===== src/source/core_pkg.sv =====
// Sizes are fixed for 4 channels of 16 registers; the instruction store must not exceed 1024 words
`default_nettype none

package core_pkg;

    ////////////////////////////////////////////////////////////////////////////
    // Widths and sizes
    ////////////////////////////////////////////////////////////////////////////

    localparam int data_width = 32;
    localparam int instruction_width = 32;
    localparam int max_channels = 4;
    localparam int channel_width = 2;
    localparam int registers_per_channel = 16;
    localparam int register_index_width = 4;
    localparam int register_address_width = 6;
    localparam int register_count = max_channels * registers_per_channel;
    // Issue to register write, in cycles
    localparam int pipeline_depth = 3;
    localparam int bus_address_width = 12;

    // Wishbone word address map
    localparam logic [bus_address_width-1:0] store_base = 12'h000;
    localparam logic [bus_address_width-1:0] register_base = 12'h400;
    localparam logic [bus_address_width-1:0] channel_count_address = 12'h800;
    localparam logic [bus_address_width-1:0] status_address = 12'h801;

    ////////////////////////////////////////////////////////////////////////////
    // Encodings
    ////////////////////////////////////////////////////////////////////////////

    typedef enum logic [4:0] {
        nop, add, sub, mul, op_and, op_or, op_xor, shl, shr, ldi, stop
    } opcode_t;

    typedef enum logic [1:0] {
        idle, fetch, sweep, drain
    } control_state_t;

    ////////////////////////////////////////////////////////////////////////////
    // Records
    ////////////////////////////////////////////////////////////////////////////

    typedef struct packed {
        logic cyc;
        logic stb;
        logic we;
        logic [bus_address_width-1:0] adr;
        logic [data_width-1:0] dat;
    } wb_request_t;

    typedef struct packed {
        logic ack;
        logic [data_width-1:0] dat;
    } wb_response_t;

    typedef struct packed {
        logic valid;
        opcode_t opcode;
        logic [register_address_width-1:0] destination;
        logic [register_address_width-1:0] source_a;
        logic [register_address_width-1:0] source_b;
        logic [data_width-1:0] immediate;
    } issue_t;

    typedef struct packed {
        logic valid;
        opcode_t opcode;
        logic [register_address_width-1:0] destination;
        logic [data_width-1:0] operand_a;
        logic [data_width-1:0] operand_b;
        logic [data_width-1:0] immediate;
    } operand_t;

    typedef struct packed {
        logic valid;
        logic [register_address_width-1:0] address;
        logic [data_width-1:0] data;
    } writeback_t;

endpackage

`default_nettype wire


===== src/source/core_decoder.sv =====
// Opcodes outside opcode_t pass through and are dropped by the ALU; stop is only honoured in slot 0
`timescale 1ns/100ps
`default_nettype none

module core_decoder import core_pkg::*; (
    input  logic clock,
    input  logic reset,
    input  logic [instruction_width-1:0] instruction,
    input  logic slot_valid,
    input  logic [channel_width-1:0] slot_channel,
    output issue_t issue,
    output logic stop_seen
);

    opcode_t opcode;
    logic [register_index_width-1:0] destination_index;
    logic [register_index_width-1:0] source_a_index;
    logic [register_index_width-1:0] source_b_index;

    // Field layout of an instruction word
    assign opcode = opcode_t'(instruction[instruction_width-1 -: $bits(opcode_t)]);
    assign destination_index = instruction[26 -: register_index_width];
    assign source_a_index = instruction[22 -: register_index_width];
    assign source_b_index = instruction[18 -: register_index_width];

    assign stop_seen = slot_valid && (slot_channel == '0) && (opcode == stop);

    always_ff @(posedge clock) begin
        if (reset) begin
            issue.valid <= 1'b0;
        end else begin
            // A stop word issues nothing on any channel
            issue.valid <= slot_valid && (opcode != stop);
        end
        issue.opcode <= opcode;

        // Channel number selects the bank
        issue.destination <= {slot_channel, destination_index};
        issue.source_a <= {slot_channel, source_a_index};
        issue.source_b <= {slot_channel, source_b_index};

        // ldi immediate, sign extended
        issue.immediate <= {{(data_width - 16){instruction[15]}}, instruction[15:0]};
    end

endmodule

`default_nettype wire


===== config.mk =====
export PLATFORM = sky130hd
export DESIGN_NAME = core_decoder
export DESIGN_NICKNAME = d
export VERILOG_FILES = /design/src/source/core_pkg.sv /design/src/source/core_decoder.sv
export SDC_FILE = /design/constraint.sdc
export NUM_CORES = 1
export LEC_CHECK = 0
export BUFFER_PORTS_ARGS = -buffer_cell sky130_fd_sc_hd__buf_2
export CAP_MARGIN = 20
export CELL_PAD_IN_SITES_DETAIL_PLACEMENT = 1
export CELL_PAD_IN_SITES_GLOBAL_PLACEMENT = 1
export CORE_ASPECT_RATIO = 0.6
export CORE_MARGIN = 2
export CORE_UTILIZATION = 21
export DETAILED_ROUTE_END_ITERATION = 10
export PLACE_DENSITY_LB_ADDON = 0.1
export SLEW_MARGIN = 0
export SYNTH_ARGS = -nofsm -noshare
export SYNTH_HDL_FRONTEND = slang
export SYNTH_SLANG_ARGS = --single-unit

===== constraint.sdc =====
create_clock -name clock -period 0.8 [get_ports clock]
set_clock_uncertainty 0.05 [all_clocks]
set_input_delay 0.04 -clock clock [delete_from_list [all_inputs] [get_ports clock]]
set_output_delay 0.04 -clock clock [all_outputs]
set_load 0.01 [all_outputs]

# Yosys cells after proc, flatten, opt, wreduce, memory -nomap -nowiden
# Cells that the tools add are included.
dict set report totals {
  output_inout_bits 57
  elab_cells 12
  input_bits 37
  ff_bits 40
}
dict set report classes {
  n_reduce_logical 4
  eq_ne 2
}
# op n
set ops {}
lappend ops {{$eq A5 B4 Y1 const B} 1}
lappend ops {{$ne A5 B4 Y1 const B} 1}
lappend ops {{$logic_and A1 B1 Y1} 3}
lappend ops {{$logic_not A2 Y1} 1}

# Longest topological paths before layout
dict set report logic_depth {
  ltp_word 3
  mapped_depth 2
  ltp_nobuf 2
}

# Least setup slack after synthesis
# No wires, ideal clock.
dict set report synth_timing {
  path_kind {flip-flop to output port}
  start {register issue[32] (netlist name)}
  end {output issue[16] (netlist name)}
  n_path_buf 1
  t_arrival_ns 0.817
  required_time_ns 0.710
  path_slack_ns -0.107
  stages_incl_launch_ff 2
  path_cell_list {dfxtp_1 > buf_4}
}
# item line
set synth_lines {}
lappend synth_lines {{end, declared} core_decoder.sv:11} ;# output issue_t issue,

==> run metrics <==
status=finished with violations; violated checks=negative setup slack; CP max FO=18; Die H=54.7 um; Met1 Wirelength=884 um; Top Ports=94; crit path cell chain=buf_2; Leakage Power=0.941 nW; Post-Syn Area per Cell=14.5 um^2; post-placement setup slack=-15.4 ps; CP peak stage delay=420 ps; Seq cells post-synth=35; share of cells above drive strength 1=64.3%; wire length on met2=1540 um; die area=0.00483 mm^2; endpoints failing setup=27; CTS Buf Count=5; CTS tree=built; core area=0.00410 mm^2; biggest regs=issue x35; Worst-path clk slew=70 ps; FMAX=1070 MHz; Syn Std Cell Area=898 um^2; overall power=0.00358 W; hpwl dp=1670 um; routed wire length per instance=11.3 um; # port buffers=93; Largest register FFs=35; initial drt markers=10; Hold Crit Class=in -> reg; Area after DPL=0.00128 mm^2; fin area=0.00190 mm^2; Final Hold Fails=0; first-pass GRT wire length=3660 um; antenna violations before repair=0; die width=88.4 um; max-slew violations=0; number of global-route vias before repair=847; Synth area leader=dfxtp_1; routed wl met3=309 um; GRT overflow=0; Layout area overhead=111%; cell row count=18; fillers=468; CTS H-tree depth=2; Worst-Margin Slew=133 ps; Power Dens Cells=1890 mW/mm^2; Relative slew margins=91.1%; max-cap check violation count=0; Yosys warning count=0; register area share after synthesis=78.0%; Worst Path Required=710 ps; GRT Util Overall=10.9%; final wirelength=2740 um; Hold WS=341 ps; RSZ-0062 raised after global routing=true; Synth Net Count=99; Via density=3.45; drt drc=0; DR pass1 iterations=3; Most flops, register=issue; vias=835; slowest stage cell on the critical path=dfxtp_4; final period utilization=117%; Worst VDD drop=943 uV; antenna cells=0; DR top layer=met3; CP Launch Type=register; crit path time final=933 ps; crit path kind=reg -> out; setup ws final=-133 ps; fin util=46.3%; gpl congestion=0.697; largest net degree at the start of global routing=19; Initial Util=21.9%; cells after synthesis=62; Clock Tree Buf Depth=2; cell family with most CP delay=flip-flops; Arr. time, crit path=840 ps; largest cells by area after synthesis=dfxtp_1 (78%), buf_4 (18%), and4bb_1 (1.4%); CP bufs+invs=1; CTS root buf=clkbuf_8; post-route ant nets=0; Synth cell types=8; clock sinks=35; Final #Nets=218; critical path capture point type=output pin; top-area cell type share of the netlist area=78.0%
## kinds of logic (layout without fill, tap and decap cells)
group | after synthesis | after routing | synth area share, %
simple gates | 4 | 4 | 3.48
compound gates | 1 | 1 | 0.557
flops | 35 | 35 | 78.0
buf+inv | 22 | 142 | 18.0
## area by class of cell
| cell class | count | area (um^2) | area share [%] |
|---|---|---|---|
| clock inverters | 1 | 5.00 | 0.264 |
| clock buffers | 7 | 76.3 | 4.02 |
| inverters | 1 | 3.75 | 0.198 |
| flip-flops and latches | 35 | 724 | 38.2 |
| multi-input cells | 5 | 47.5 | 2.51 |
| repair buffers | 133 | 965 | 50.9 |
| well taps | 60 | 75.1 | 3.96 |
## per-layer routing
layer / track usage, % / vias up
met2: 20.3 / 48
met1: 9.65 / 380
met3: 6.49 / 0
met5: 0 / -
li1: - / 407
met4: 5.30 / 0
## cell usage after synthesis
cell type / count
nor2_1: 1
buf_4: 21
dfxtp_1: 35
nand2b_1: 1
and4bb_1: 1
inv_1: 1
and4_1: 1
a21oi_1: 1
## placed cells by master (no fill, tap or decap)
cell and instances:
clkinv_2 1, buf_2 76, inv_1 1, dfxtp_1 22
and4_1 1, and4bb_1 1, dfxtp_4 3, a21oi_2 1
clkbuf_8 5, dlygate4sd3_1 37, buf_6 17, dfxtp_2 10
buf_4 3, nor2_1 1, nand2b_4 1, clkbuf_1 2
## where the power goes
part	switching [W]	internal, W	leakage [nW]
logic	0.000188	0.000337	0.602
registers	0.0000407	0.00184	0.296
clock network	0.000566	0.000610	0.0422
total	0.000795	0.00279	0.941
## per-stage QoR
step	TNS [ps]	cells
2_1_floorplan	0	62
3_3_place_gp	-11.2	194
3_5_place_dp	-15.4	194
4_1_cts	-3440	241
5_1_grt	-4900	242
6_report	-2570	242
## what timing repair did
item / in CTS / in global routing
resized for setup: 11 / 23
hold endpoints to repair: 35 / 0
setup endpoints to repair: 57 / 58
hold buffers: 37 / 0
buffers inserted: 2 / 1
pin swaps: 2 / 2
## path summary, 6_finish.rpt
path	start	end	slack (ps)	depth (start not counted)
setup / recovery	issue[32]	issue[26]	-130	1
hold / removal	instruction[14]	issue[14]	340	2
(Power assumes the default switching activity.)
