File: src/source/core_pkg.sv
// Sizes are fixed for 4 channels of 16 registers; the instruction store must not exceed 1024 words
`default_nettype none

package core_pkg;

    ////////////////////////////////////////////////////////////////////////////
    // Widths and sizes
    ////////////////////////////////////////////////////////////////////////////

    localparam int data_width = 32;
    localparam int instruction_width = 32;
    localparam int max_channels = 4;
    localparam int channel_width = 2;
    localparam int registers_per_channel = 16;
    localparam int register_index_width = 4;
    localparam int register_address_width = 6;
    localparam int register_count = max_channels * registers_per_channel;
    // Issue to register write, in cycles
    localparam int pipeline_depth = 3;
    localparam int bus_address_width = 12;

    // Wishbone word address map
    localparam logic [bus_address_width-1:0] store_base = 12'h000;
    localparam logic [bus_address_width-1:0] register_base = 12'h400;
    localparam logic [bus_address_width-1:0] channel_count_address = 12'h800;
    localparam logic [bus_address_width-1:0] status_address = 12'h801;

    ////////////////////////////////////////////////////////////////////////////
    // Encodings
    ////////////////////////////////////////////////////////////////////////////

    typedef enum logic [4:0] {
        nop, add, sub, mul, op_and, op_or, op_xor, shl, shr, ldi, stop
    } opcode_t;

    typedef enum logic [1:0] {
        idle, fetch, sweep, drain
    } control_state_t;

    ////////////////////////////////////////////////////////////////////////////
    // Records
    ////////////////////////////////////////////////////////////////////////////

    typedef struct packed {
        logic cyc;
        logic stb;
        logic we;
        logic [bus_address_width-1:0] adr;
        logic [data_width-1:0] dat;
    } wb_request_t;

    typedef struct packed {
        logic ack;
        logic [data_width-1:0] dat;
    } wb_response_t;

    typedef struct packed {
        logic valid;
        opcode_t opcode;
        logic [register_address_width-1:0] destination;
        logic [register_address_width-1:0] source_a;
        logic [register_address_width-1:0] source_b;
        logic [data_width-1:0] immediate;
    } issue_t;

    typedef struct packed {
        logic valid;
        opcode_t opcode;
        logic [register_address_width-1:0] destination;
        logic [data_width-1:0] operand_a;
        logic [data_width-1:0] operand_b;
        logic [data_width-1:0] immediate;
    } operand_t;

    typedef struct packed {
        logic valid;
        logic [register_address_width-1:0] address;
        logic [data_width-1:0] data;
    } writeback_t;

endpackage

`default_nettype wire

File: src/source/core_register_file.sv
// Bus writes are expected only while the core is idle; ALU writeback wins any collision
`timescale 1ns/100ps
`default_nettype none

module core_register_file import core_pkg::*; (
    input  logic clock,
    input  logic reset,
    input  issue_t issue,
    output operand_t operands,
    input  writeback_t writeback,
    input  logic bus_enable,
    input  logic bus_write,
    input  logic [register_address_width-1:0] bus_address,
    input  logic [data_width-1:0] bus_write_data,
    output logic [data_width-1:0] bus_read_data
);

    logic [data_width-1:0] registers [register_count];

    // Operands are read one cycle after issue
    always_ff @(posedge clock) begin
        if (reset) begin
            operands.valid <= 1'b0;
        end else begin
            operands.valid <= issue.valid;
        end
        operands.opcode <= issue.opcode;
        operands.destination <= issue.destination;
        operands.operand_a <= registers[issue.source_a];
        operands.operand_b <= registers[issue.source_b];
        operands.immediate <= issue.immediate;
    end

    // Single write port shared by results and the bus
    always_ff @(posedge clock) begin
        if (writeback.valid) begin
            registers[writeback.address] <= writeback.data;
        end else if (bus_enable && bus_write) begin
            registers[bus_address] <= bus_write_data;
        end
    end

    always_ff @(posedge clock) begin
        if (bus_enable && !bus_write) begin
            bus_read_data <= registers[bus_address];
        end
    end

endmodule

`default_nettype wire

File: config.mk
export PLATFORM = sky130hd
export DESIGN_NAME = core_register_file
export DESIGN_NICKNAME = d
export VERILOG_FILES = /design/src/source/core_pkg.sv /design/src/source/core_register_file.sv
export SDC_FILE = /design/constraint.sdc
export NUM_CORES = 2
export LEC_CHECK = 0
export BUFFER_PORTS_ARGS = -buffer_cell sky130_fd_sc_hd__buf_2
export CAP_MARGIN = 25
export CORE_MARGIN = 2
export CORE_UTILIZATION = 43
export CTS_BUF_LIST = sky130_fd_sc_hd__clkbuf_2 sky130_fd_sc_hd__clkbuf_4 sky130_fd_sc_hd__clkbuf_8
export DETAILED_ROUTE_END_ITERATION = 10
export GPL_ROUTABILITY_DRIVEN = 1
export PLACE_DENSITY_LB_ADDON = 0.08
export SLEW_MARGIN = 10
export SYNTH_ARGS = -nofsm -noshare
export SYNTH_HDL_FRONTEND = slang
export SYNTH_SLANG_ARGS = --single-unit
export TNS_END_PERCENT = 30
File: constraint.sdc
create_clock -name clock -period 3.33 [get_ports clock]
set_clock_uncertainty 0.15 [all_clocks]
set_input_delay 0.1665 -clock clock [delete_from_list [all_inputs] [get_ports clock]]
set_output_delay 0.1665 -clock clock [all_outputs]
set_load 0.02 [all_outputs]
# Word-level counts from Yosys, hierarchy flattened
# Memory sizes are Yosys's and may differ from the RTL's. A register that Yosys moved wholly into a read port is not among the register bits.
# Index checks and enable logic that the tools add are counted.
[word_totals]
reg_bits = 44
latchBits = 0
in_bits = 137
mem_bits_rw = 2048
memories = 1
romBits = 0
[mem_list]
columns = ["name", "depth", "width", "read_ports", "rd_ports_with_merged_regs", "wr", "line", "text"]
rows = [
  ["registers", 64, 32, 3, 3, 1, "core_register_file.sv:18", "logic [data_width-1:0] registers [register_count];"],
]
[op_classes]
bitwise = 0
mul = 0
addsub = 0
order_cmp = 0
eq_ne = 0
shifts = 0
muxes = 8
div_mod_pow = 0
n_reduce_logical = 4
[ops]
columns = ["operator", "count"]
rows = [
  ["$mux 32", 1],
  ["$reduce_or 32->1", 1],
  ["$mux 1", 6],
  ["$mux 6", 1],
  ["$logic_and 1x1->1", 2],
  ["$logic_not 1->1", 1],
]

# Logic depth before layout (Yosys ltp)
[logic_depth]
depth_word = 6
depth_mapped = 10

# Least setup slack after synthesis
# No wires, ideal clock.
[synth_timing]
path_kind = "input-to-reg"
from = "input port bus_address[1]"
to = "memory registers[13][0] (enable)"
t_arrival_ps = 2945
path_stages = 9
setup_slack_ps = -186
setup_time_ps = 421
path_cell_list = "buf_2 buf_4 buf_4 inv_2 buf_2 nand2_1 o21ai_0 nand2_1 nor2_1"
[synth_between]
elab_chain_cells = 1
[synth_rtl]
columns = ["element", "line", "text"]
rows = [
  ["from (decl)", "core_register_file.sv:13", "input logic [register_address_width-1:0] bus_address,"],
  ["$mux 6 (no source line)", "-", ""],
  ["to (decl)", "core_register_file.sv:18", ""],
]
# No other way between the ends.

==> flow_summary.toml <==
[status]
status = "finished, final reports clean"

[synth]
yosys.cell_count.top_type = "edfxtp_1"
synth_warnings = 0
synth_cells = 6277
synth_area_leaders = "edfxtp_1 55%, mux4_2 28%, mux2i_1 2.7%"
yosysTopAreaCellShare_pct = 54.8
synth_common_cells = "2080 x edfxtp_1, 1411 x mux4_2, 312 x mux2i_1"
ys_types = 70
synthFlopType = "edfxtp_1"
syn_avg_cell_area_um2 = 18.2
synth_seq_area_share_pct = 56.7
syn_area_um2 = 114000
synth_top_area_cell = "edfxtp_1"
synth-edff-count = 2080
synth_nets = 6414
ys_seq_elements = 2188
async_flop_share_pct = 0

[clocking]
clock_sinks = 2188
ctsResizeCount = 0
post_cts_buffers = 0
clockBufferDepth = 4
htree_levels = 5
cts_tree = "built"
root_buffer = "clkbuf_8"
cts_inserted_buffers = 392
clk_pin_slew_ns = 0.06
clk_latency_ns = 1.14

[run]
maxCapViolCount = 0

[sta]
whs_ns = 0.0672
rsz0062_at_grt = "no"
setup_viol = 0
fin_crit_ns = 2.96
fmax_mhz = 338
worst_pin_slew_ns = 1.14
slew_headroom_pct = 23.9
fin_crit_sh_pct = 89.0
slew_viol_final = 0
finalHoldViolations = 0
fin_tns_setup_ns = 0

[setup_path]
crit_arrival_ns = 3.72
r2r_end = "operands[79]$_DFF_P_"
critPathMaxFanout = 3
r2r_slack_ns = 0.37
path_class = "reg -> reg"
endpoint_kind = "flop"
crit_chain = "mux4_2 -> mux4_2 -> nor3_1 -> nor4_1"
worst_setup_path_start_kind = "flop"
max_stage_delay_ns = 0.83
cp_slowest_cell = "nor3_1"
worstRegToRegCells = 4
required_ns = 4.08
cp_common_cell = "mux4_2"
worstReg2RegStart = "registers[12][15]$_DFFE_PP_"

[power]
p_leak_uw = 0.0448
p_total_uw = 67400
max-vdd-ir-drop_mv = 0.369
power-per-cell-area_nw_per_um2 = 494

[detailed_routing]
drtAntennaViolNets = 0
routedLengthMet1_um = 181000
top_layer = "met5"
dr.pass1.iters = 8
wl_um = 507000
initialDrtViolationCount = 13700
viasPerCell = 7.16
wire_per_inst_um = 44.9
num_vias = 80900
wl_met3_um = 67200
drc_errors = 0
routed-wl-met2_um = 228000

[floorplanning]
num_rows = 189
dieArea_um2 = 269000
start_util_pct = 43.1
dieHeight_um = 519
pin_count = 277
die_w_um = 519
core_um2 = 264000

[placement]
io_buffers = 276
place_area_um2 = 126000
place.gp.congestion = 0.941
dp_cells = 10300
dp_hpwl_um = 340000

[cells_and_area]
final_area_um2 = 136000
nets = 7497
fin_cells = 11300
drive_gt1_share_pct = 43.7
area_delta_synth_final_pct = 19.7

[global_routing]
grt_pass1_wl_um = 677000
grt_max_degree = 65
grtUsageTotal_pct = 37.0
grt-ovfl-total = 0
antenna_found_initial = 52
grt_pass1_vias = 77900

[worst_hold_path]
hold_end = "operands[29]$_DFF_P_"
hp-start = "issue[29]"
hold_depth = 3
min_path_type = "in -> reg"
cells in the final DEF (no fill, tap or decap), types with 38 or more instances in the layout:
cell / n
a211oi_1: 65
a21oi_1: 66
a221oi_1: 63
a22o_1: 42
a22oi_1: 189
and3_1: 38
buf_12: 218
buf_2: 263
buf_4: 577
clkbuf_4: 121
clkbuf_8: 424
clkinv_1: 67
clkinv_2: 64
dfxtp_1: 108
diode_2: 59
dlygate4sd3_1: 184
edfxtp_1: 2080
mux2_2: 62
mux2i_1: 312
mux4_2: 1411
nand2_1: 252
nand3_1: 60
nor2_1: 102
nor2_4: 68
nor2b_1: 65
nor3_1: 51
o21ai_0: 45
o221ai_1: 66
o22ai_1: 197
cells by family (layout without fill, tap and decap cells):
logic type | after synthesis | after routing | synth area share [%]
DFF | 2188 | 2188 | 56.7
muxes | 1785 | 1785 | 31.2
AOI/OAI and AO/OA | 905 | 905 | 5.80
and+or+nand+nor | 827 | 827 | 3.53
buffers and inverters | 572 | 1988 | 2.76
other | 0 | 59 | 0
power breakdown:
group | internal, uW | total [uW] | switching, uW
clock network | 14700 | 26900 | 12200
registers | 30800 | 31200 | 453
logic | 3630 | 9300 | 5670
worst max-delay path: cells and delay by family (launching register included):
family	cells	cell delay (ns)
DFF	1	0.42
muxes	2	1.08
and+or+nand+nor	2	1.13
how the worst max path moves through the flow:
stage	from	endpoint	slack (ns)
floorplan	bus_address[1]	registers[13][0]$_DFFE_PP_	-0.19
global placement	issue[32]	operands[57]$_DFF_P_	-0.50
detailed placement	bus_address[3]	bus_read_data[20]$_DFFE_PP_	-0.24
CTS	bus_address[2]	registers[36][1]$_DFFE_PP_	0.18
global route	registers[15][15]$_DFFE_PP_	operands[79]$_DFF_P_	0.37
finish	registers[12][15]$_DFFE_PP_	operands[79]$_DFF_P_	0.37
cell type report:
class / count / area (um^2)
Clock buffer: 544 / 6740
Antenna cell: 59 / 148
Clock inverter: 183 / 1460
Timing Repair Buffer: 1254 / 12000
Sequential cell: 2188 / 64600
Inverter: 7 / 28.8
Fill cell: 21700 / 128000
Multi-Input combinational cell: 3517 / 47100
Tap cell: 3533 / 4420
metrics by stage:
stage               util (%)  setup slack [ns]
global placement        47.7            -0.502
global route            51.6             0.371
detailed placement      47.8            -0.235
floorplan                  -            -0.186
CTS                     51.6             0.181
finish                  51.6             0.367
flip-flops by register name (all words and copies together), names as in the netlist:
register / cells
registers: 2048
operands: 108
bus_read_data: 32
routing by layer:
metal	vias up	track usage (%)
li1	29800	-
met1	42800	48.4
met2	6836	55.9
met3	1369	11.6
met4	32	18.7
met5	-	0
what timing repair did:
item / in CTS / in global routing
endpoints found under the setup margin: 0 / 3
endpoints found under the hold margin: 3643 / 0
hold buffers: 186 / 0
(Power assumes the default switching activity.)
