`src/source/core_pkg.sv`:
```
// Sizes are fixed for 4 channels of 16 registers; the instruction store must not exceed 1024 words
`default_nettype none

package core_pkg;

    ////////////////////////////////////////////////////////////////////////////
    // Widths and sizes
    ////////////////////////////////////////////////////////////////////////////

    localparam int data_width = 32;
    localparam int instruction_width = 32;
    localparam int max_channels = 4;
    localparam int channel_width = 2;
    localparam int registers_per_channel = 16;
    localparam int register_index_width = 4;
    localparam int register_address_width = 6;
    localparam int register_count = max_channels * registers_per_channel;
    // Issue to register write, in cycles
    localparam int pipeline_depth = 3;
    localparam int bus_address_width = 12;

    // Wishbone word address map
    localparam logic [bus_address_width-1:0] store_base = 12'h000;
    localparam logic [bus_address_width-1:0] register_base = 12'h400;
    localparam logic [bus_address_width-1:0] channel_count_address = 12'h800;
    localparam logic [bus_address_width-1:0] status_address = 12'h801;

    ////////////////////////////////////////////////////////////////////////////
    // Encodings
    ////////////////////////////////////////////////////////////////////////////

    typedef enum logic [4:0] {
        nop, add, sub, mul, op_and, op_or, op_xor, shl, shr, ldi, stop
    } opcode_t;

    typedef enum logic [1:0] {
        idle, fetch, sweep, drain
    } control_state_t;

    ////////////////////////////////////////////////////////////////////////////
    // Records
    ////////////////////////////////////////////////////////////////////////////

    typedef struct packed {
        logic cyc;
        logic stb;
        logic we;
        logic [bus_address_width-1:0] adr;
        logic [data_width-1:0] dat;
    } wb_request_t;

    typedef struct packed {
        logic ack;
        logic [data_width-1:0] dat;
    } wb_response_t;

    typedef struct packed {
        logic valid;
        opcode_t opcode;
        logic [register_address_width-1:0] destination;
        logic [register_address_width-1:0] source_a;
        logic [register_address_width-1:0] source_b;
        logic [data_width-1:0] immediate;
    } issue_t;

    typedef struct packed {
        logic valid;
        opcode_t opcode;
        logic [register_address_width-1:0] destination;
        logic [data_width-1:0] operand_a;
        logic [data_width-1:0] operand_b;
        logic [data_width-1:0] immediate;
    } operand_t;

    typedef struct packed {
        logic valid;
        logic [register_address_width-1:0] address;
        logic [data_width-1:0] data;
    } writeback_t;

endpackage

`default_nettype wire

```
`src/source/core_alu.sv`:
```
// Integer only; shifts are logical and take the low 5 bits of b, mul keeps the low word
`timescale 1ns/100ps
`default_nettype none

module core_alu import core_pkg::*; (
    input  logic clock,
    input  logic reset,
    input  operand_t operands,
    output writeback_t writeback
);

    localparam int shift_width = $clog2(data_width);

    logic [data_width-1:0] result;
    logic writes_result;

    always_comb begin
        result = '0;
        writes_result = 1'b1;
        case (operands.opcode)
            add:     result = operands.operand_a + operands.operand_b;
            sub:     result = operands.operand_a - operands.operand_b;
            mul:     result = operands.operand_a * operands.operand_b;
            op_and:  result = operands.operand_a & operands.operand_b;
            op_or:   result = operands.operand_a | operands.operand_b;
            op_xor:  result = operands.operand_a ^ operands.operand_b;
            shl:     result = operands.operand_a << operands.operand_b[shift_width-1:0];
            shr:     result = operands.operand_a >> operands.operand_b[shift_width-1:0];
            ldi:     result = operands.immediate;
            // nop and anything unknown leave the registers alone
            default: writes_result = 1'b0;
        endcase
    end

    always_ff @(posedge clock) begin
        if (reset) begin
            writeback.valid <= 1'b0;
        end else begin
            writeback.valid <= operands.valid && writes_result;
        end
        writeback.address <= operands.destination;
        writeback.data <= result;
    end

endmodule

`default_nettype wire

```
`config.mk`:
```
export PLATFORM = sky130hd
export DESIGN_NAME = core_alu
export DESIGN_NICKNAME = d
export VERILOG_FILES = /design/src/source/core_pkg.sv /design/src/source/core_alu.sv
export SDC_FILE = /design/constraint.sdc
export NUM_CORES = 2
export LEC_CHECK = 0
export ABC_CLOCK_PERIOD_IN_PS = 10800
export BUFFER_PORTS_ARGS = -buffer_cell sky130_fd_sc_hd__buf_2
export CORE_ASPECT_RATIO = 0.75
export CORE_UTILIZATION = 35
export CTS_BUF_LIST = sky130_fd_sc_hd__clkbuf_4 sky130_fd_sc_hd__clkbuf_8
export CTS_CLUSTER_SIZE = 28
export DETAILED_ROUTE_END_ITERATION = 10
export GPL_TIMING_DRIVEN = 0
export PLACE_DENSITY_LB_ADDON = 0.25
export SLEW_MARGIN = 20
export SYNTH_ARGS = -nofsm -noshare
export SYNTH_HDL_FRONTEND = slang
export SYNTH_SLANG_ARGS = --single-unit
export TNS_END_PERCENT = 30
```
`constraint.sdc`:
```
create_clock -name clock -period 10.8 [get_ports clock]
set_input_delay 0.54 -clock clock [delete_from_list [all_inputs] [get_ports clock]]
set_output_delay 0.54 -clock clock [all_outputs]
set_load 0.05 [all_outputs]
```
# --- Word level (Yosys, flattened, before mapping) ---
# Index checks and enable logic that the tools add are counted.
word_totals:
  out_inout_bits: 39
  reg_bits: 39
  wordCells: 24
op_classes:
  n_addsub: 2
  bitwise_logic: 3
  eq_ne: 9
  mux: 2
  shifts: 2
  mul: 1
  n_reduce_logical: 2
ops:
  columns: ["operator", "count"]
  rows:
  - ["32-bit one-hot mux with 9 select lines", 1]
  - ["32-bit adder", 1]
  - ["32-bit AND", 1]
  - ["32-bit by 32-bit multiplier with 32-bit output", 1]
  - ["32-bit OR", 1]
  - ["32-bit by 5-bit left shift with 32-bit output", 1]
  - ["32-bit by 5-bit right shift with 32-bit output", 1]
  - ["32-bit subtractor", 1]
  - ["32-bit bitwise XOR", 1]
  - ["5-bit by 3-bit == test with 1-bit output, second input constant", 4]
  - ["5-bit by 2-bit == test with 1-bit output, second input constant", 2]
  - ["5-bit by 4-bit == test with 1-bit output, second input constant", 2]
  - ["9-bit OR reduction", 1]
  - ["5-bit by 1-bit == test with 1-bit output, second input constant", 1]
  - ["1-bit logical AND", 1]
  - ["1-bit two-way mux", 1]

# --- Logic depth before layout (Yosys ltp) ---
logic_depth:
  ltp_word: 4
  depth_mapped: 31
  mapped_depth_nobuf: 27

# --- Least setup slack after synthesis ---
# OpenSTA, ideal clock, no wires.
synth_timing:
  kind: "input -> register"
  start: "input port operands[34] in the netlist's numbering"
  end: "register writeback[31] in the netlist's numbering"
  arrival_ps: 8241
  setup_time_ps: 124
  cell_stages: 28
  path_slack_ps: 2434
  cell_sequence: "buf_2 inv_2 buf_1 buf_1 clkbuf_1 nor2_1 fa_1 inv_1 fa_1 fa_1 fa_1 inv_1 fa_1 inv_1 fa_1 inv_1 fa_1 fa_1 ha_1 a21o_1 a21o_1 a21oi_1 o21ai_0 nor2_1 o21ai_0 o41ai_1 mux2_2 a2111o_1"
synth_between:
  elab_chain_cells: 2
  elab_cells_between_ends: 6
  classes_between: "2 x add/sub; 1 x mul; 2 x shift; 1 x mux"
synth_lines:
  columns: ["item", "line_no", "source"]
  rows:
  - ["start: declaration", "core_alu.sv:8", "input operand_t operands,"]
  - ["32-bit by 32-bit multiplier with 32-bit output, or another cell as far along", "core_alu.sv:23", "mul: result = operands.operand_a * operands.operand_b;"]
  - ["32-bit one-hot mux with 9 select lines (*)", "core_alu.sv:20", "case (operands.opcode)"]
  - ["net result[31]", "core_alu.sv:14", "logic [data_width-1:0] result;"]
  - ["end: declaration", "core_alu.sv:9", "output writeback_t writeback"]
# Mark *: on every way through the listed nets, which the timed path passes. The rest lies on a longest branch.
# A chain may end at the register's enable or synchronous reset.

# --- Final worst setup path ---
layout_timing:
  start: "input port operands[36] in the netlist's numbering"
  end: "register writeback[31] in the netlist's numbering"
# The elaborated chain is that of the path after synthesis.

==> impl_metrics.py <==
metrics = {
    "run_status": {
        "status": "complete, but fails checks",
        "failed_checks": "setup timing",
    },
    "route": {
        "met2_wl_post_dr_um": 46200,
        "drt_first_iter_violations": 3526,
        "vias": 23426,
        "met3_wire_len_um": 21100,
        "routed_wl_um": 129000,
        "met1Wirelength_um": 55800,
        "detailedRoute.firstPassIterationCount": 6,
        "avgViaCountPerCell": 6.00,
        "detail_route.wl_per_cell_um": 33.0,
        "residual_drc_count": 0,
        "top_layer": "met5",
        "antenna_violating_nets_post_route": 0,
    },
    "min_path": {
        "timing.hold.worst.class": "in -> reg",
        "hold_start": "operands[101]",
        "hold-path-endpoint": "writeback[37]",
        "min_delay_path_depth": 1,
    },
    "setup_path": {
        "critical_path_peak_fanout": 10,
        "cp_data_required_time_ns": 11.00,
        "crit_path_top_delay_cell": "clkbuf_1",
        "worstPathArrival_ns": 11.04,
        "crit_path_max_incr_delay_ns": 0.63,
        "worst-setup-path-type": "in -> reg",
        "startpoint_type": "primary input",
        "critPathMostFrequentCell": "fa_1",
        "timing.critical_path.to_type": "register",
    },
    "cts": {
        "tritoncts": "yes",
        "cts_hold_buf": 0,
        "cts.reportedPaths.clkPinSlew_ns": 0.09,
        "cts.root.buffer_cell": "clkbuf_8",
        "clock_path_buffers": 2,
        "cts_buffer_count": 5,
        "clock-sinks": 39,
        "ctsHtreeMaxLevel": 2,
    },
    "floorplan": {
        "ioPinCount": 149,
        "floorplan.die.height_um": 226,
        "die_w_um": 300,
        "num_rows": 81,
        "die-area_um2": 67700,
        "core_um2": 65600,
        "initial_cell_density_of_the_core_pct": 35.6,
    },
    "sta": {
        "worstMarginPinSlew_ns": 1.33,
        "fin_worst_hold_slack_ns": 0.312,
        "grt_setup_unrepaired": "no",
        "maxClockFrequency_mhz": 92.2,
        "max_slew_margin_pct": 11.5,
        "layout_setup_ws_ns": -0.0432,
        "tns_ns": -0.0432,
        "final_min_period_over_clock_period_pct": 100,
        "final_period_minus_worst_setup_slack_ns": 10.84,
        "drv_slew": 0,
        "final-setup-viol-count": 1,
        "final_hold_vios": 0,
    },
    "synthesis": {
        "synth_enable_flop_cells": 0,
        "synthTopCellsByCount": "477 x nor2_1, 439 x inv_1, 409 x fa_1",
        "post_synth_instance_area_um2": 23300,
        "synth_top_area_share_pct": 35.1,
        "ys_seq_area_share_pct": 3.35,
        "synth-main-ff-cell": "dfxtp_1",
        "synth_async_sr_flop_share_pct": 0,
        "syn-mean-instance-area_um2": 8.13,
        "count_of_mapped_cells_out_of_synthesis": 2868,
        "yosysMostFrequentCell": "nor2_1",
        "synth.top_cells.by_area": "fa_1 35%, ha_1 12%, nor2_1 7.7%",
        "post_synth_num_cell_types": 78,
        "area_leader_netlist": "fa_1",
        "ys_seq_elements": 39,
        "synthesis.nets": 3607,
        "ys_warn_count": 0,
    },
    "global_route": {
        "pin_count_of_the_biggest_net_entering_global_routing": 14,
        "via_count_of_the_first_global_routing_pass": 22690,
        "global_route_wire_length_before_repair_um": 179000,
        "grt_antenna_before_repair": 9,
        "overall_fraction_of_global_route_tracks_in_use_pct": 38.5,
        "overflow": 0,
    },
    "layout": {
        "final.fill_count": 6893,
        "regMostFlops": "writeback",
        "multiInputGateArea_um2": 20100,
        "drive_gt1_share_pct": 9.12,
        "regArea_um2": 781,
        "largest_register_ffs": 39,
        "layout-area-overhead-vs-synth_pct": 8.76,
        "total_number_of_nets_in_the_final_design": 3763,
        "layout_top_registers": "writeback: 39 flops",
        "finish.instance_area_um2": 25400,
    },
    "flow_run": {
        "cap_viol_max_count": 0,
    },
    "placement": {
        "number_of_buffer_cells_added_on_primary_ports": 148,
        "pre_cts_slack_ns": -0.379,
        "hpwlAfterDp_um": 107000,
        "placement.cell_area_um2": 25200,
        "routabilityCongestion": 1.12,
    },
}
-- cell families after synthesis --
| kind of cell | count (synthesis) | share of synthesized area (%) |
|---|---|---|
| simple gates | 893 | 15.7 |
| buf+inv | 630 | 10.4 |
| fa+ha+maj | 629 | 46.9 |
| compound gates | 444 | 12.6 |
| xor+xnor | 130 | 4.98 |
| mux | 103 | 6.01 |
| flops | 39 | 3.35 |
-- layout by cell type (no fill, tap or decap), types with 10 or more instances in the layout --
master    count
a21o_1       23
a21oi_1      92
a221o_1      19
a221oi_1     28
buf_1        22
buf_2       171
clkbuf_1    102
clkbuf_2     12
clkinv_1     10
dfxtp_1      39
fa_1        409
ha_1        220
inv_1       439
inv_2        10
mux2i_1      69
mux4_2       29
nand2_1     283
nand2b_1     22
nand3_1      18
nor2_1      477
nor2b_1      14
nor3_1       21
o211ai_1     14
o21ai_0     131
o221ai_1     13
o22ai_1      19
o31ai_1      11
or3_1        10
xnor2_1     100
xor2_1       27
-- through the flow --
stage | util (%) | cells
final | 38.7 | 3902
after global routing | 38.6 | 3896
after CTS | 38.6 | 3898
after detailed placement | 38.4 | 3890
after floorplan | - | 2868
after global placement | 38.3 | 3887
-- area by class of cell --
type	instances	area share (%)
well taps	871	4.30
clock inverters	3	0.173
multi-input cells	2199	79.4
plain buffers	167	2.79
diodes	6	0.0592
inverters	460	6.83
clock buffers	5	0.271
flip-flops and latches	39	3.08
repair buffers	152	3.05
-- routing by layer --
metal	vias to the layer above	track usage [%]
li1	9508	-
met1	11805	56.2
met2	1830	48.2
met3	275	18.3
met4	8	12.5
met5	-	0.649
-- worst max-delay path by stage --
stage          slack, ns         start       endpoint  cells after the start
3_5_place_dp       -0.38  operands[35]  writeback[31]                     27
3_3_place_gp       -0.58  operands[35]  writeback[31]                     27
4_1_cts             0.19  operands[34]  writeback[31]                     27
5_1_grt             0.07  operands[72]  writeback[31]                     27
6_report           -0.04  operands[36]  writeback[31]                     27
2_1_floorplan       2.43  operands[34]  writeback[31]                     28
-- critical path, delay by kind of cell --
kind / cells / cell delay, ns
fa+ha+maj: 9 / 4.50
buf+inv: 8 / 2.67
compound gates: 7 / 2.36
simple gates: 2 / 0.48
mux: 1 / 0.43
-- what timing repair did --
action,in CTS,in global routing
resized for setup,3,5
buffers inserted,0,0
setup endpoints to repair,1,1
cloned,0,0
Power is not shown: default switching activity piles up to over one toggle a cycle in this logic, so the estimate is an artifact.
