`src/source/core_pkg.sv`:
```
// Sizes are fixed for 4 channels of 16 registers; the instruction store must not exceed 1024 words
`default_nettype none

package core_pkg;

    ////////////////////////////////////////////////////////////////////////////
    // Widths and sizes
    ////////////////////////////////////////////////////////////////////////////

    localparam int data_width = 32;
    localparam int instruction_width = 32;
    localparam int max_channels = 4;
    localparam int channel_width = 2;
    localparam int registers_per_channel = 16;
    localparam int register_index_width = 4;
    localparam int register_address_width = 6;
    localparam int register_count = max_channels * registers_per_channel;
    // Issue to register write, in cycles
    localparam int pipeline_depth = 3;
    localparam int bus_address_width = 12;

    // Wishbone word address map
    localparam logic [bus_address_width-1:0] store_base = 12'h000;
    localparam logic [bus_address_width-1:0] register_base = 12'h400;
    localparam logic [bus_address_width-1:0] channel_count_address = 12'h800;
    localparam logic [bus_address_width-1:0] status_address = 12'h801;

    ////////////////////////////////////////////////////////////////////////////
    // Encodings
    ////////////////////////////////////////////////////////////////////////////

    typedef enum logic [4:0] {
        nop, add, sub, mul, op_and, op_or, op_xor, shl, shr, ldi, stop
    } opcode_t;

    typedef enum logic [1:0] {
        idle, fetch, sweep, drain
    } control_state_t;

    ////////////////////////////////////////////////////////////////////////////
    // Records
    ////////////////////////////////////////////////////////////////////////////

    typedef struct packed {
        logic cyc;
        logic stb;
        logic we;
        logic [bus_address_width-1:0] adr;
        logic [data_width-1:0] dat;
    } wb_request_t;

    typedef struct packed {
        logic ack;
        logic [data_width-1:0] dat;
    } wb_response_t;

    typedef struct packed {
        logic valid;
        opcode_t opcode;
        logic [register_address_width-1:0] destination;
        logic [register_address_width-1:0] source_a;
        logic [register_address_width-1:0] source_b;
        logic [data_width-1:0] immediate;
    } issue_t;

    typedef struct packed {
        logic valid;
        opcode_t opcode;
        logic [register_address_width-1:0] destination;
        logic [data_width-1:0] operand_a;
        logic [data_width-1:0] operand_b;
        logic [data_width-1:0] immediate;
    } operand_t;

    typedef struct packed {
        logic valid;
        logic [register_address_width-1:0] address;
        logic [data_width-1:0] data;
    } writeback_t;

endpackage

`default_nettype wire

```
`src/source/core_control_unit.sv`:
```
// A run pulse is taken only while idle; channel_count is minus-one coded and read every sweep
`timescale 1ns/100ps
`default_nettype none

module core_control_unit import core_pkg::*; #(
    parameter int INSTRUCTION_STORE_SIZE = 256
) (
    input  logic clock,
    input  logic reset,
    input  logic run,
    input  logic [channel_width-1:0] channel_count,
    input  logic stop_seen,
    output logic [$clog2(INSTRUCTION_STORE_SIZE)-1:0] fetch_address,
    output logic slot_valid,
    output logic [channel_width-1:0] slot_channel,
    output logic busy,
    output logic done
);

    // One extra bit so the slot counter can reach the padded length
    localparam int slot_width = channel_width + 1;

    control_state_t state;
    logic [slot_width-1:0] slot;
    logic [slot_width-1:0] active_channels;
    logic [slot_width-1:0] slot_total;

    assign active_channels = slot_width'(channel_count) + slot_width'(1);

    // Short sweeps are padded so a channel is never read before its last write
    assign slot_total = (active_channels > slot_width'(pipeline_depth)) ?
                        active_channels : slot_width'(pipeline_depth);

    assign slot_valid = (state == sweep) && (slot < active_channels);
    assign slot_channel = slot[channel_width-1:0];
    assign busy = (state != idle);

    always_ff @(posedge clock) begin
        if (reset) begin
            state <= idle;
            slot <= '0;
            fetch_address <= '0;
            done <= 1'b0;
        end else begin
            done <= 1'b0;
            case (state)
                idle: begin
                    if (run) begin
                        fetch_address <= '0;
                        slot <= '0;
                        state <= fetch;
                    end
                end
                fetch: begin
                    state <= sweep;
                end
                sweep: begin
                    if (stop_seen) begin
                        slot <= '0;
                        state <= drain;
                    end else if (slot == slot_total - slot_width'(1)) begin
                        slot <= '0;
                        fetch_address <= fetch_address + 1'b1;
                        state <= fetch;
                    end else begin
                        slot <= slot + slot_width'(1);
                    end
                end
                drain: begin
                    // Wait for the last writeback to land
                    if (slot == slot_width'(pipeline_depth - 1)) begin
                        state <= idle;
                        done <= 1'b1;
                    end else begin
                        slot <= slot + slot_width'(1);
                    end
                end
                default: begin
                    state <= idle;
                end
            endcase
        end
    end

endmodule

`default_nettype wire

```
`config.mk`:
```
export PLATFORM = sky130hd
export DESIGN_NAME = core_control_unit
export DESIGN_NICKNAME = d
export VERILOG_FILES = /design/src/source/core_pkg.sv /design/src/source/core_control_unit.sv
export SDC_FILE = /design/constraint.sdc
export NUM_CORES = 1
export LEC_CHECK = 0
export BUFFER_PORTS_ARGS = -buffer_cell sky130_fd_sc_hd__buf_4
export CORE_ASPECT_RATIO = 1.25
export CORE_MARGIN = 1.5
export CORE_UTILIZATION = 30
export CTS_BUF_LIST = sky130_fd_sc_hd__clkbuf_8 sky130_fd_sc_hd__clkbuf_16
export DETAILED_ROUTE_END_ITERATION = 8
export GPL_TIMING_DRIVEN = 1
export PLACE_DENSITY = 0.53
export SYNTH_ARGS = -nofsm -noshare
export SYNTH_HDL_FRONTEND = slang
export SYNTH_SLANG_ARGS = --single-unit
```
`constraint.sdc`:
```
create_clock -name clock -period 1.7 [get_ports clock]
set_input_delay 0.34 -clock clock [delete_from_list [all_inputs] [get_ports clock]]
set_output_delay 0.34 -clock clock [all_outputs]
set_load 0.01 [all_outputs]
```
### After elaboration in Yosys (flattened, before gate mapping)

Cells that the tools add are included.

* register bits after elaboration: 14
* input port bits: 6
* output and inout bits: 13
* logic and storage cells: 47

* $add $sub $neg: 4
* $lt $le $gt $ge: 2
* equality and inequality tests: 11
* muxes and demuxes: 16
* bitwise logic cells: 1
* reduce and logical (&&, ||, !) cells: 9

Operators by type and width (count)
* $mux 8: 3
* $pmux 8 s2: 1
* $mux 3: 5
* $pmux 3 s3: 1
* $add 8x1->8 const B: 1
* $mux 2: 4
* $ne 2x2->1 const B: 4
* $pmux 2 s4: 1
* $reduce_and 3->1: 2
* $eq 2x2->1 const B: 2
* $reduce_and 4->1: 1
* $reduce_bool 2->1: 2
* $add 2x1->3 const B: 1
* $add 3x1->3 const B: 1
* $eq 3x2->1 const B: 1
* $eq 3x3->1: 1
* $gt 3x2->1 const B: 1
* $lt 3x3->1: 1
* $ne 3x2->1 const B: 1
* $reduce_bool 3->1: 1
* $sub 3x1->3 const B: 1
* $eq 2x1->1 const B: 1
* $logic_not 2->1: 1
* $ne 2x1->1 const B: 1
* 4 further kinds: 4

### Longest topological paths before layout

* word-level depth: 8
* mapped depth: 6
* gate-level depth less buffers: 6

### Worst setup path after synthesis

OpenSTA, ideal clock, no wires.

* path type: input port to output port
* from: input port channel_count[0]
* to: output port slot_valid
* arrival time: 1.375 ns
* data required time: 1.360 ns
* setup slack: -0.015 ns
* cell stages on the path: 6
* path buffers: 0
* cell sequence: ha_1 -> inv_1 -> ha_1 -> o21ai_0 -> nand2b_1 -> a211oi_1

* longest elaborated chain between the ends: 3

Ends and longest elaborated chain
* from (decl): RTL line core_control_unit.sv:11 `input logic [channel_width-1:0] channel_count,`
* $add 2x1->3: RTL line core_control_unit.sv:28 `assign active_channels = slot_width'(channel_count) + slot_width'(1);`
* $lt 3x3->1: RTL line core_control_unit.sv:34 `assign slot_valid = (state == sweep) && (slot < active_channels);`
* $logic_and 1x1->1: RTL line core_control_unit.sv:34
* to (decl): RTL line core_control_unit.sv:14 `output logic slot_valid,`

Every way passes these cells.

### Worst setup path after layout

Same ends and word-level chain as after synthesis.

==> impl_metrics.py <==
metrics = {
    "global_routing": {
        "antenna_found_initial": 0,
        "grt_max_degree": 13,
        "gr-usage-met3_pct": 1.87,
        "top_usage_layer": "met2",
        "grtUsageTotal_pct": 12.8,
        "grt_util_met1_pct": 16.0,
        "use_met2_pct": 21.6,
        "grt_first_pass_wirelength_um": 3330,
        "grt_pass1_vias": 791,
        "overflow": 0,
    },
    "clock_network": {
        "cts_hold_buf": 0,
        "cts_root_buf": "clkbuf_8",
        "clk_pin_slew_worst_paths_ns": 0.06,
        "numCtsBuffers": 3,
        "cts_buffer_depth": 2,
        "tritoncts": "done",
        "cts.sinks": 14,
        "htreeDepth": 1,
        "worstSkewPairLatency_ns": 0.24,
    },
    "power_and_ir_drop": {
        "power_leakage_nw": 0.478,
        "powerDensity_mw_per_mm2": 607,
        "p_switching_w": 0.000190,
        "seqPwrFrac_pct": 46.7,
        "p_clk_share_pct": 36.4,
        "intPower_w": 0.000554,
        "comb_power_share_pct": 16.9,
        "swShare_pct": 25.5,
        "ir_drop_mv": 0.447,
    },
    "synth": {
        "yosysTopAreaCellShare_pct": 31.6,
        "synthesis.nets": 117,
        "synth.area.top_cells": "dfxtp_1, ha_1, a21oi_1",
        "ys_ff_latch": 14,
        "async_reset_ff_share_pct": 0,
        "avgSynthCellArea_um2": 8.52,
        "synthesis.area_um2": 886,
        "synth_most_common_cell": "dfxtp_1",
        "yosysWarnings": 0,
        "syn_inst": 104,
        "yosysTopAreaCell": "dfxtp_1",
        "synthFlopType": "dfxtp_1",
        "seq_area_frac_synth_pct": 31.6,
        "synth_cell_types": 33,
        "synth_edf_count": 0,
        "synthTopCellsByCount": "dfxtp_1, a21oi_1, inv_1",
    },
    "flow_run": {
        "cap_violations": 0,
    },
    "sta": {
        "finClkSkew_ns": 0.00144,
        "setup_ws_ns": -0.0667,
        "final.period_utilization_pct": 104,
        "hold_viol_final": 0,
        "period_needed_ns": 1.77,
        "max_freq_mhz": 566,
        "hold_slack_ns": 0.320,
        "setup-violations-final": 2,
        "rsz0062_at_grt": "yes",
        "max-slew-margin-rel_pct": 78.3,
        "drv_slew": 0,
        "worst_slew_pin_slew_ns": 0.317,
        "fin_setup_tns_ns": -0.0690,
    },
    "critical_path": {
        "crit_arrival_ns": 1.43,
        "cp_slowest_stage_delay_ns": 0.25,
        "crit_path_end_kind": "output pin",
        "cpLargestDelayFamily": "adder cells",
        "slowest_stage": "ha_4",
        "crit_type": "primary input to output pin",
        "cp_max_fo": 3,
        "path_buf_inv": 3,
        "cp_cell_sequence": "buf_8 > ha_4 > inv_2 > ha_4 > o21ai_2 > nand2b_1 > a211oi_2 > buf_4",
        "cp.required_ns": 1.36,
        "worstSetupStartpointType": "primary input",
        "cpMostUsedCell": "ha_4",
    },
    "routing": {
        "drtIter0Drc": 9,
        "drc": 0,
        "wirelength_um": 2010,
        "ant_nets": 0,
        "first_pass_iters": 4,
        "vias_per_cell": 5.16,
        "dr_total_vias": 851,
        "wl_per_cell_um": 12.2,
    },
    "status": {
        "violations": "setup timing",
        "status": "complete, but fails checks",
    },
    "layout": {
        "num_antenna_cells": 0,
        "nets": 146,
        "fin_area_mm2": 0.00122,
        "layout-drive-gt1-share_pct": 32.8,
        "fin_util_pct": 44.8,
        "area_delta_synth_final_pct": 38.1,
        "fillers": 280,
    },
    "die": {
        "initial_utilization_pct": 32.4,
        "die-area_mm2": 0.00329,
        "fp.dieW_um": 51.6,
        "core_area_mm2": 0.00273,
        "pin_count": 19,
        "rows": 21,
        "dieHeight_um": 63.8,
    },
    "placed_design": {
        "placed_area_mm2": 0.00110,
        "place_congestion": 0.769,
        "pre_cts_slack_ns": -0.291,
        "dpl.hpwl_um": 1530,
        "io_buffers": 18,
    },
    "min_path": {
        "min_path_type": "primary input to flop",
    },
}
cells by family (layout without fill, tap and decap cells):
family | count (synthesis) | after routing | share of synthesized area [%]
simple gates | 36 | 36 | 25.0
compound gates | 30 | 30 | 20.9
flops | 14 | 14 | 31.6
buf+inv | 13 | 40 | 6.92
fa+ha+maj | 7 | 7 | 9.89
mux | 3 | 3 | 3.81
xor+xnor | 1 | 1 | 1.84
path summary, 6_finish.rpt:
check / slack, ns / cells after the start / endpoint / startpoint
worst min-delay path: 0.32 / 2 / state[1]$_SDFFE_PP0P_ / reset
worst min register to register: 0.49 / 2 / fetch_address[7]$_SDFFE_PP0P_ / fetch_address[7]$_SDFFE_PP0P_
worst max register to register: 0.09 / 4 / fetch_address[7]$_SDFFE_PP0P_ / slot[0]$_SDFFE_PP0P_
worst max-delay path: -0.07 / 8 / slot_valid / channel_count[0]
through the flow:
step | cells | total power (W)
final | 165 | 0.000743
after detailed placement | 160 | 0.000463
after global routing | 165 | 0.000780
after floorplan | 104 | 0.000419
after CTS | 164 | 0.000756
after global placement | 160 | 0.000461
what timing repair did:
item | in CTS | in global routing
cloned | 0 | 0
pin swaps | 3 | 3
buffers inserted | 1 | 1
gates resized for setup | 10 | 2
setup endpoints to repair | 3 | 9
power groups by stage:
stage / combinational, W / clock (W) / sequential (W)
6_report: 0.000126 / 0.000271 / 0.000347
5_1_grt: 0.000139 / 0.000293 / 0.000348
4_1_cts: 0.000127 / 0.000282 / 0.000346
2_1_floorplan: 0.0000687 / 0 / 0.000350
3_3_place_gp: 0.000108 / 0 / 0.000353
3_5_place_dp: 0.000111 / 0 / 0.000353
cells in the final DEF (no fill, tap or decap), types with 2 or more instances in the layout:
cell type  instances
a21oi_1            9
ha_4               2
inv_1              7
nor2b_1            2
nand2_1            5
a21o_1             2
nor3_1             2
and3_1             2
clkbuf_8           3
mux2i_1            2
dfxtp_1           13
o21ai_1            3
o31ai_1            4
nand2b_1           4
nor3b_1            2
or4_1              4
nand3_1            3
o21ai_0            4
nor2_1             3
ha_1               5
or3_1              5
buf_4             27
state kept, by name (all words and copies together), names as in the netlist:
name / cells
done: 1
state: 2
slot: 3
fetch_address: 8
layer usage:
layer / share of wire [%] / vias up
li1: - / 434
met1: 44 / 398
met2: 50 / 17
met3: 4.0 / 2
met4: 1.0 / 0
met5: 0 / -
layout make-up:
type / instances / area (um2) / area share, %
clock buffer: 3 / 41.3 / 3.37
inverter: 8 / 30.0 / 2.45
sequential: 14 / 282 / 23.0
tap: 34 / 42.5 / 3.48
timing repair buffer: 29 / 229 / 18.7
multi-input combinational: 77 / 599 / 49.0
worst reg2reg max path: stages (launching register included):
cell and delay, ns:
dfxtp_1 0.35, nor4b_4 0.33, mux2i_4 0.17, or4_1 0.53
a21oi_1 0.16
(Power assumes the default switching activity.)
