$ cat config.mk
export PLATFORM = sky130hd
export DESIGN_NAME = core_bus_endpoint
export DESIGN_NICKNAME = d
export VERILOG_FILES = /design/src/source/core_pkg.sv /design/src/source/core_bus_endpoint.sv
export SDC_FILE = /design/constraint.sdc
export NUM_CORES = 1
export LEC_CHECK = 0
export BUFFER_PORTS_ARGS = -buffer_cell sky130_fd_sc_hd__buf_2
export CAP_MARGIN = 20
export CORE_AREA = 5 5 87 89
export DETAILED_ROUTE_END_ITERATION = 8
export DIE_AREA = 0 0 92 94
export PLACE_DENSITY = 0.62
export SLEW_MARGIN = 40
export SYNTH_ARGS = -nofsm -noshare
export SYNTH_HDL_FRONTEND = slang
export SYNTH_SLANG_ARGS = --single-unit
$ cat constraint.sdc
create_clock -name clock -period 1.1 [get_ports clock]
set_input_delay 0.11 -clock clock [delete_from_list [all_inputs] [get_ports clock]]
set_output_delay 0.11 -clock clock [all_outputs]
set_load 0.005 [all_outputs]
$ cat src/source/core_pkg.sv
// Sizes are fixed for 4 channels of 16 registers; the instruction store must not exceed 1024 words
`default_nettype none

package core_pkg;

    ////////////////////////////////////////////////////////////////////////////
    // Widths and sizes
    ////////////////////////////////////////////////////////////////////////////

    localparam int data_width = 32;
    localparam int instruction_width = 32;
    localparam int max_channels = 4;
    localparam int channel_width = 2;
    localparam int registers_per_channel = 16;
    localparam int register_index_width = 4;
    localparam int register_address_width = 6;
    localparam int register_count = max_channels * registers_per_channel;
    // Issue to register write, in cycles
    localparam int pipeline_depth = 3;
    localparam int bus_address_width = 12;

    // Wishbone word address map
    localparam logic [bus_address_width-1:0] store_base = 12'h000;
    localparam logic [bus_address_width-1:0] register_base = 12'h400;
    localparam logic [bus_address_width-1:0] channel_count_address = 12'h800;
    localparam logic [bus_address_width-1:0] status_address = 12'h801;

    ////////////////////////////////////////////////////////////////////////////
    // Encodings
    ////////////////////////////////////////////////////////////////////////////

    typedef enum logic [4:0] {
        nop, add, sub, mul, op_and, op_or, op_xor, shl, shr, ldi, stop
    } opcode_t;

    typedef enum logic [1:0] {
        idle, fetch, sweep, drain
    } control_state_t;

    ////////////////////////////////////////////////////////////////////////////
    // Records
    ////////////////////////////////////////////////////////////////////////////

    typedef struct packed {
        logic cyc;
        logic stb;
        logic we;
        logic [bus_address_width-1:0] adr;
        logic [data_width-1:0] dat;
    } wb_request_t;

    typedef struct packed {
        logic ack;
        logic [data_width-1:0] dat;
    } wb_response_t;

    typedef struct packed {
        logic valid;
        opcode_t opcode;
        logic [register_address_width-1:0] destination;
        logic [register_address_width-1:0] source_a;
        logic [register_address_width-1:0] source_b;
        logic [data_width-1:0] immediate;
    } issue_t;

    typedef struct packed {
        logic valid;
        opcode_t opcode;
        logic [register_address_width-1:0] destination;
        logic [data_width-1:0] operand_a;
        logic [data_width-1:0] operand_b;
        logic [data_width-1:0] immediate;
    } operand_t;

    typedef struct packed {
        logic valid;
        logic [register_address_width-1:0] address;
        logic [data_width-1:0] data;
    } writeback_t;

endpackage

`default_nettype wire

$ cat src/source/core_bus_endpoint.sv
// Wishbone classic, full words only; register region accesses stall for as long as the core runs
`timescale 1ns/100ps
`default_nettype none

module core_bus_endpoint import core_pkg::*; #(
    parameter int INSTRUCTION_STORE_SIZE = 256
) (
    input  logic clock,
    input  logic reset,
    input  wb_request_t bus_request,
    output wb_response_t bus_response,
    input  logic busy,
    output logic [channel_width-1:0] channel_count,
    output logic store_enable,
    output logic store_write,
    output logic [$clog2(INSTRUCTION_STORE_SIZE)-1:0] store_address,
    output logic [instruction_width-1:0] store_write_data,
    input  logic [instruction_width-1:0] store_read_data,
    output logic register_enable,
    output logic register_write,
    output logic [register_address_width-1:0] register_address,
    output logic [data_width-1:0] register_write_data,
    input  logic [data_width-1:0] register_read_data
);

    localparam int store_address_width = $clog2(INSTRUCTION_STORE_SIZE);

    logic [bus_address_width-1:0] store_offset;
    logic [bus_address_width-1:0] register_offset;
    logic is_store;
    logic is_register;
    logic is_channel_count;
    logic is_status;
    logic access;
    logic ack;
    logic read_store;
    logic read_register;
    logic read_channel_count;
    logic read_status;
    logic [data_width-1:0] read_data;

    ////////////////////////////////////////////////////////////////////////////
    // Address decode
    ////////////////////////////////////////////////////////////////////////////

    assign store_offset = bus_request.adr - store_base;
    assign register_offset = bus_request.adr - register_base;
    assign is_store = store_offset < bus_address_width'(INSTRUCTION_STORE_SIZE);
    assign is_register = register_offset < bus_address_width'(register_count);
    assign is_channel_count = (bus_request.adr == channel_count_address);
    assign is_status = (bus_request.adr == status_address);

    // Live from stb until ack, held back for the register region while busy
    assign access = bus_request.cyc && bus_request.stb && !ack && !(is_register && busy);

    assign store_enable = access && is_store;
    assign store_write = bus_request.we;
    assign store_address = store_offset[store_address_width-1:0];
    assign store_write_data = bus_request.dat;

    assign register_enable = access && is_register;
    assign register_write = bus_request.we;
    assign register_address = register_offset[register_address_width-1:0];
    assign register_write_data = bus_request.dat;

    ////////////////////////////////////////////////////////////////////////////
    // Ack, channel count and read data
    ////////////////////////////////////////////////////////////////////////////

    always_ff @(posedge clock) begin
        if (reset) begin
            ack <= 1'b0;
            read_store <= 1'b0;
            read_register <= 1'b0;
            read_channel_count <= 1'b0;
            read_status <= 1'b0;
            channel_count <= channel_width'(max_channels - 1);
        end else begin
            ack <= access;
            read_store <= access && !bus_request.we && is_store;
            read_register <= access && !bus_request.we && is_register;
            read_channel_count <= access && !bus_request.we && is_channel_count;
            read_status <= access && !bus_request.we && is_status;
            if (access && bus_request.we && is_channel_count) begin
                channel_count <= bus_request.dat[channel_width-1:0];
            end
        end
    end

    // Unmapped reads fall through to zero
    always_comb begin
        read_data = '0;
        if (read_store) begin
            read_data = store_read_data;
        end else if (read_register) begin
            read_data = register_read_data;
        end else if (read_channel_count) begin
            read_data = data_width'(channel_count);
        end else if (read_status) begin
            read_data = data_width'(busy);
        end
    end

    assign bus_response = '{ack: ack, dat: read_data};

endmodule

`default_nettype wire

Yosys cells after proc, flatten, opt, wreduce, memory -nomap -nowiden
Cells that the tools add are included.
{"block": "op_classes", "add_sub_neg": 1, "order_cmp": 2, "eq_ne": 2, "n_mux": 4, "n_reduce_logical": 16}
{"op": "$mux 32", "count": 2}
{"op": "$eq 12x12->1 const B", "count": 2}
{"op": "$logic_and 1x1->1", "count": 13}
{"op": "$lt 12x7->1 const B", "count": 1}
{"op": "$lt 12x9->1 const B", "count": 1}
{"op": "$sub 12x11->12 const B", "count": 1}
{"op": "$logic_not 1->1", "count": 3}
{"op": "$mux 2", "count": 1}
{"op": "$mux 1", "count": 1}
{"block": "word_totals", "regBits": 7, "input_bits": 114, "wordCells": 31}

Logic depth before layout (Yosys ltp)
{"block": "depth", "word_depth": 7, "mapped_depth": 5}

Worst setup path before layout
No wires, ideal clock.
{"block": "synth_timing", "path_kind": "register to register", "startpoint": "register ack", "endpoint": "register read_channel_count", "arrival_ns": 1.127, "required_ns": 1.027, "slack_ns": -0.100, "stages_incl_launch_ff": 5, "path_buffers": 0, "path_cell_list": "dfxtp_1 nand3b_1 a31o_1 or3_4 nor3_2"}
{"block": "synth_via", "elab_chain_cells": 5}
{"element": "start: declaration", "line_no": "core_bus_endpoint.sv:35", "rtl": "logic ack;"}
{"element": "start signal: assignment", "line_no": "core_bus_endpoint.sv:79", "rtl": "ack <= access;"}
{"element": "$logic_not 1->1", "line_no": "core_bus_endpoint.sv:54", "rtl": "assign access = bus_request.cyc && bus_request.stb && !ack && !(is_register && busy);"}
{"element": "$logic_and 1x1->1 (2 in series)", "line_no": "core_bus_endpoint.sv:54"}
{"element": "$logic_and 1x1->1 (2 in series)", "line_no": "core_bus_endpoint.sv:82", "rtl": "read_channel_count <= access && !bus_request.we && is_channel_count;"}
{"element": "end signal: assignment", "line_no": "core_bus_endpoint.sv:82"}
{"element": "end: declaration", "line_no": "core_bus_endpoint.sv:38", "rtl": "logic read_channel_count;"}
No other way between the ends.
A chain may end at the register's enable or synchronous reset.

Worst setup path after layout
{"block": "layout_timing", "startpoint": "register ack", "endpoint": "output store_enable"}
{"block": "layout_via", "elab_chain_cells": 4}
{"element": "$logic_not 1->1", "line_no": "core_bus_endpoint.sv:54"}
{"element": "$logic_and 1x1->1 (2 in series)", "line_no": "core_bus_endpoint.sv:54"}
{"element": "$logic_and 1x1->1", "line_no": "core_bus_endpoint.sv:56", "rtl": "assign store_enable = access && is_store;"}
{"element": "end: declaration", "line_no": "core_bus_endpoint.sv:14", "rtl": "output logic store_enable,"}
No other way between the ends.

==> flow_metrics.py <==
metrics = {
    "synth": {
        "synth_fp_nets": 283,
        "ys_ff_latch": 7,
        "yosys.area.top_type": "buf_4",
        "synth_area_leaders": "buf_4, a22o_1, dfxtp_1",
        "synth_area_per_cell_sq_um": 7.62,
        "synth_top_cell_area_share_pct": 47.2,
        "synthesis.area_sq_mm": 0.00129,
        "synth.yosys.warnings": 0,
        "ys_seq_area_share_pct": 10.9,
        "synth.distinct_cells": 22,
        "synthCells": 169,
    },
    "drt": {
        "via_count": 1416,
        "dr.first_iter.drc_count": 17,
        "drc_errors": 0,
        "routed_via_density": 4.29,
        "detail_route.first_pass.iterations": 4,
        "wl_per_cell_um": 14.4,
        "drt-total-wl_mm": 4.75,
        "ant_nets": 0,
    },
    "cts": {
        "cts.htree.levels": 1,
        "cts_made_buffers": 3,
        "cts_sinks": 7,
        "root_buffer": "clkbuf_8",
        "clock_latency_ns": 0.22,
        "cts_tree": "yes",
        "cts_buffer_depth": 2,
        "path_clk_slew_ns": 0.04,
        "cts_hold_buf": 0,
    },
    "placement": {
        "port_buffers": 140,
        "dp_cells": 318,
        "place_area_sq_mm": 0.00159,
        "pre_cts_slack_ns": -0.142,
        "gp_congestion": 0.669,
        "hpwlAfterDp_mm": 3.66,
    },
    "setup_path": {
        "rr_startpoint": "ack$_SDFF_PP0_",
        "critPathArrivalTime_ns": 1.30,
        "crit_chain": "nand3b_1, a31o_1, buf_6, nor3_4, buf_2",
        "worstPathRequired_ns": 0.99,
        "crit_buf_inv": 2,
        "cpPeakStageDelay_ns": 0.29,
        "critPathKind": "flop to output port",
        "cp_max_fo": 3,
        "startpoint": "ack$_SDFF_PP0_",
        "cp-start-kind": "flop",
        "cp-end-kind": "output port",
        "critPathSlowestCell": "dfxtp_1",
        "path_delay_family": "simple AND/OR/NAND/NOR gates",
    },
    "layout": {
        "register_area_sq_um": 148,
        "final_cell_mix": "buf_2, a22o_1, buf_4, nor2_1, nand2_1",
        "diodes": 0,
        "drive_gt1_share_pct": 75.2,
        "multi_input_area_sq_um": 578,
        "final_common_cell": "buf_2",
        "fillers": 721,
        "synthToLayoutAreaGrowth_pct": 46.8,
        "layout.cells.non_filler": 330,
        "final_util_pct": 28.3,
        "final_nets": 365,
        "fin_area_sq_mm": 0.00189,
    },
    "sta": {
        "hold_viol": 0,
        "period_needed_ns": 1.41,
        "max_slew_margin_pct": 80.1,
        "timing.hold.ws_ns": 0.0983,
        "setup_slack_ns": -0.314,
        "rsz0062_at_grt": "yes",
        "finalMaxSlewViolations": 0,
        "post-route-period-util_pct": 129,
        "setup_viol": 40,
        "tightest_slew_ns": 0.296,
        "setup_tns_ns": -8.88,
        "fmaxAchievable_mhz": 707,
        "clock_skew_ns": 0.000542,
    },
    "floorplanning": {
        "core_sq_mm": 0.00668,
        "die_w_um": 92,
        "ioPinCount": 231,
        "die_area_sq_mm": 0.00865,
        "start_util_pct": 19.3,
        "die_y_um": 94,
        "rows": 30,
    },
    "power": {
        "ir_drop_mv": 0.614,
        "power_density_mw_per_mm2": 471,
        "p_leak_nw": 1.05,
        "p_total_mw": 0.890,
    },
    "global_route": {
        "grt_pass1_vias": 1381,
        "grtUsageTotal_pct": 9.87,
        "grt_max_degree": 25,
        "grt_pass1_wl_mm": 6.89,
        "overflow": 0,
        "antenna_found_initial": 1,
    },
    "worst_hold_path": {
        "hp-start": "bus_request[32]",
        "hold_path_class": "input pin to flop",
    },
    "run": {
        "maxCapViolations": 0,
    },
    "outcome": {
        "status": "finished with violations",
        "violations": "setup timing",
    },
}
## path summary, 6_finish.rpt
kind	to	slack, ns	cells after the start
max	store_enable	-0.31	5
min	read_channel_count$_SDFF_PP0_	0.1	2
max reg2reg	read_channel_count$_SDFF_PP0_	-0.25	5
min reg2reg	channel_count[0]$_SDFFE_PP1P_	0.53	2
## flip-flops by register name, indices dropped and copies added, names as in the netlist
name / cells
channel_count: 2
read_store: 1
ack: 1
read_status: 1
read_channel_count: 1
read_register: 1
## layer usage
metal	share of wire (%)	up-vias	track usage [%]	routed length, um
met5	0.23	-	0	11
met4	0.57	2	1.61	27
met3	13	7	3.69	597
met2	50	125	18.1	2380
met1	36	612	11.0	1730
li1	-	670	-	-
## area by class of cell
type | instances | share of cell area, %
well taps | 80 | 5.29
clock buffers | 4 | 2.38
multi-input cells | 74 | 30.6
flip-flops and latches | 7 | 7.81
repair buffers | 165 | 53.9
## power breakdown
| part | internal [mW] | leakage (nW) | switching [mW] | total [mW] |
|---|---|---|---|---|
| Clock | 0.250 | 0.0228 | 0.101 | 0.350 |
| Combinational | 0.174 | 0.970 | 0.110 | 0.285 |
| Sequential | 0.254 | 0.0579 | 0.000675 | 0.255 |
| Total | 0.679 | 1.05 | 0.211 | 0.890 |
## cell usage after synthesis
cell type / n
nand3_1: 1
dfxtp_1: 7
nor4_1: 1
buf_4: 81
a21oi_1: 3
nor2b_1: 3
or3_4: 1
nand2_1: 10
clkbuf_1: 3
a22o_1: 28
and4b_1: 1
nor2_1: 10
nor3_1: 2
a31o_1: 1
nor4_2: 1
o21ai_0: 4
nor3_2: 2
nand3b_1: 2
mux2i_1: 2
nand4b_1: 1
buf_2: 4
or3_1: 1
## repair_timing
action,in CTS,in global routing
buffers inserted,3,2
gates cloned,4,0
pin swaps,4,7
resized for setup,25,15
setup endpoints to repair,40,40
## kinds of logic after synthesis
family	count (synthesis)	synth area share, %
buf+inv	88	49.7
flops	7	10.9
compound gates	36	22.4
mux	2	1.55
simple gates	36	15.5
(Power assumes the default switching activity.)
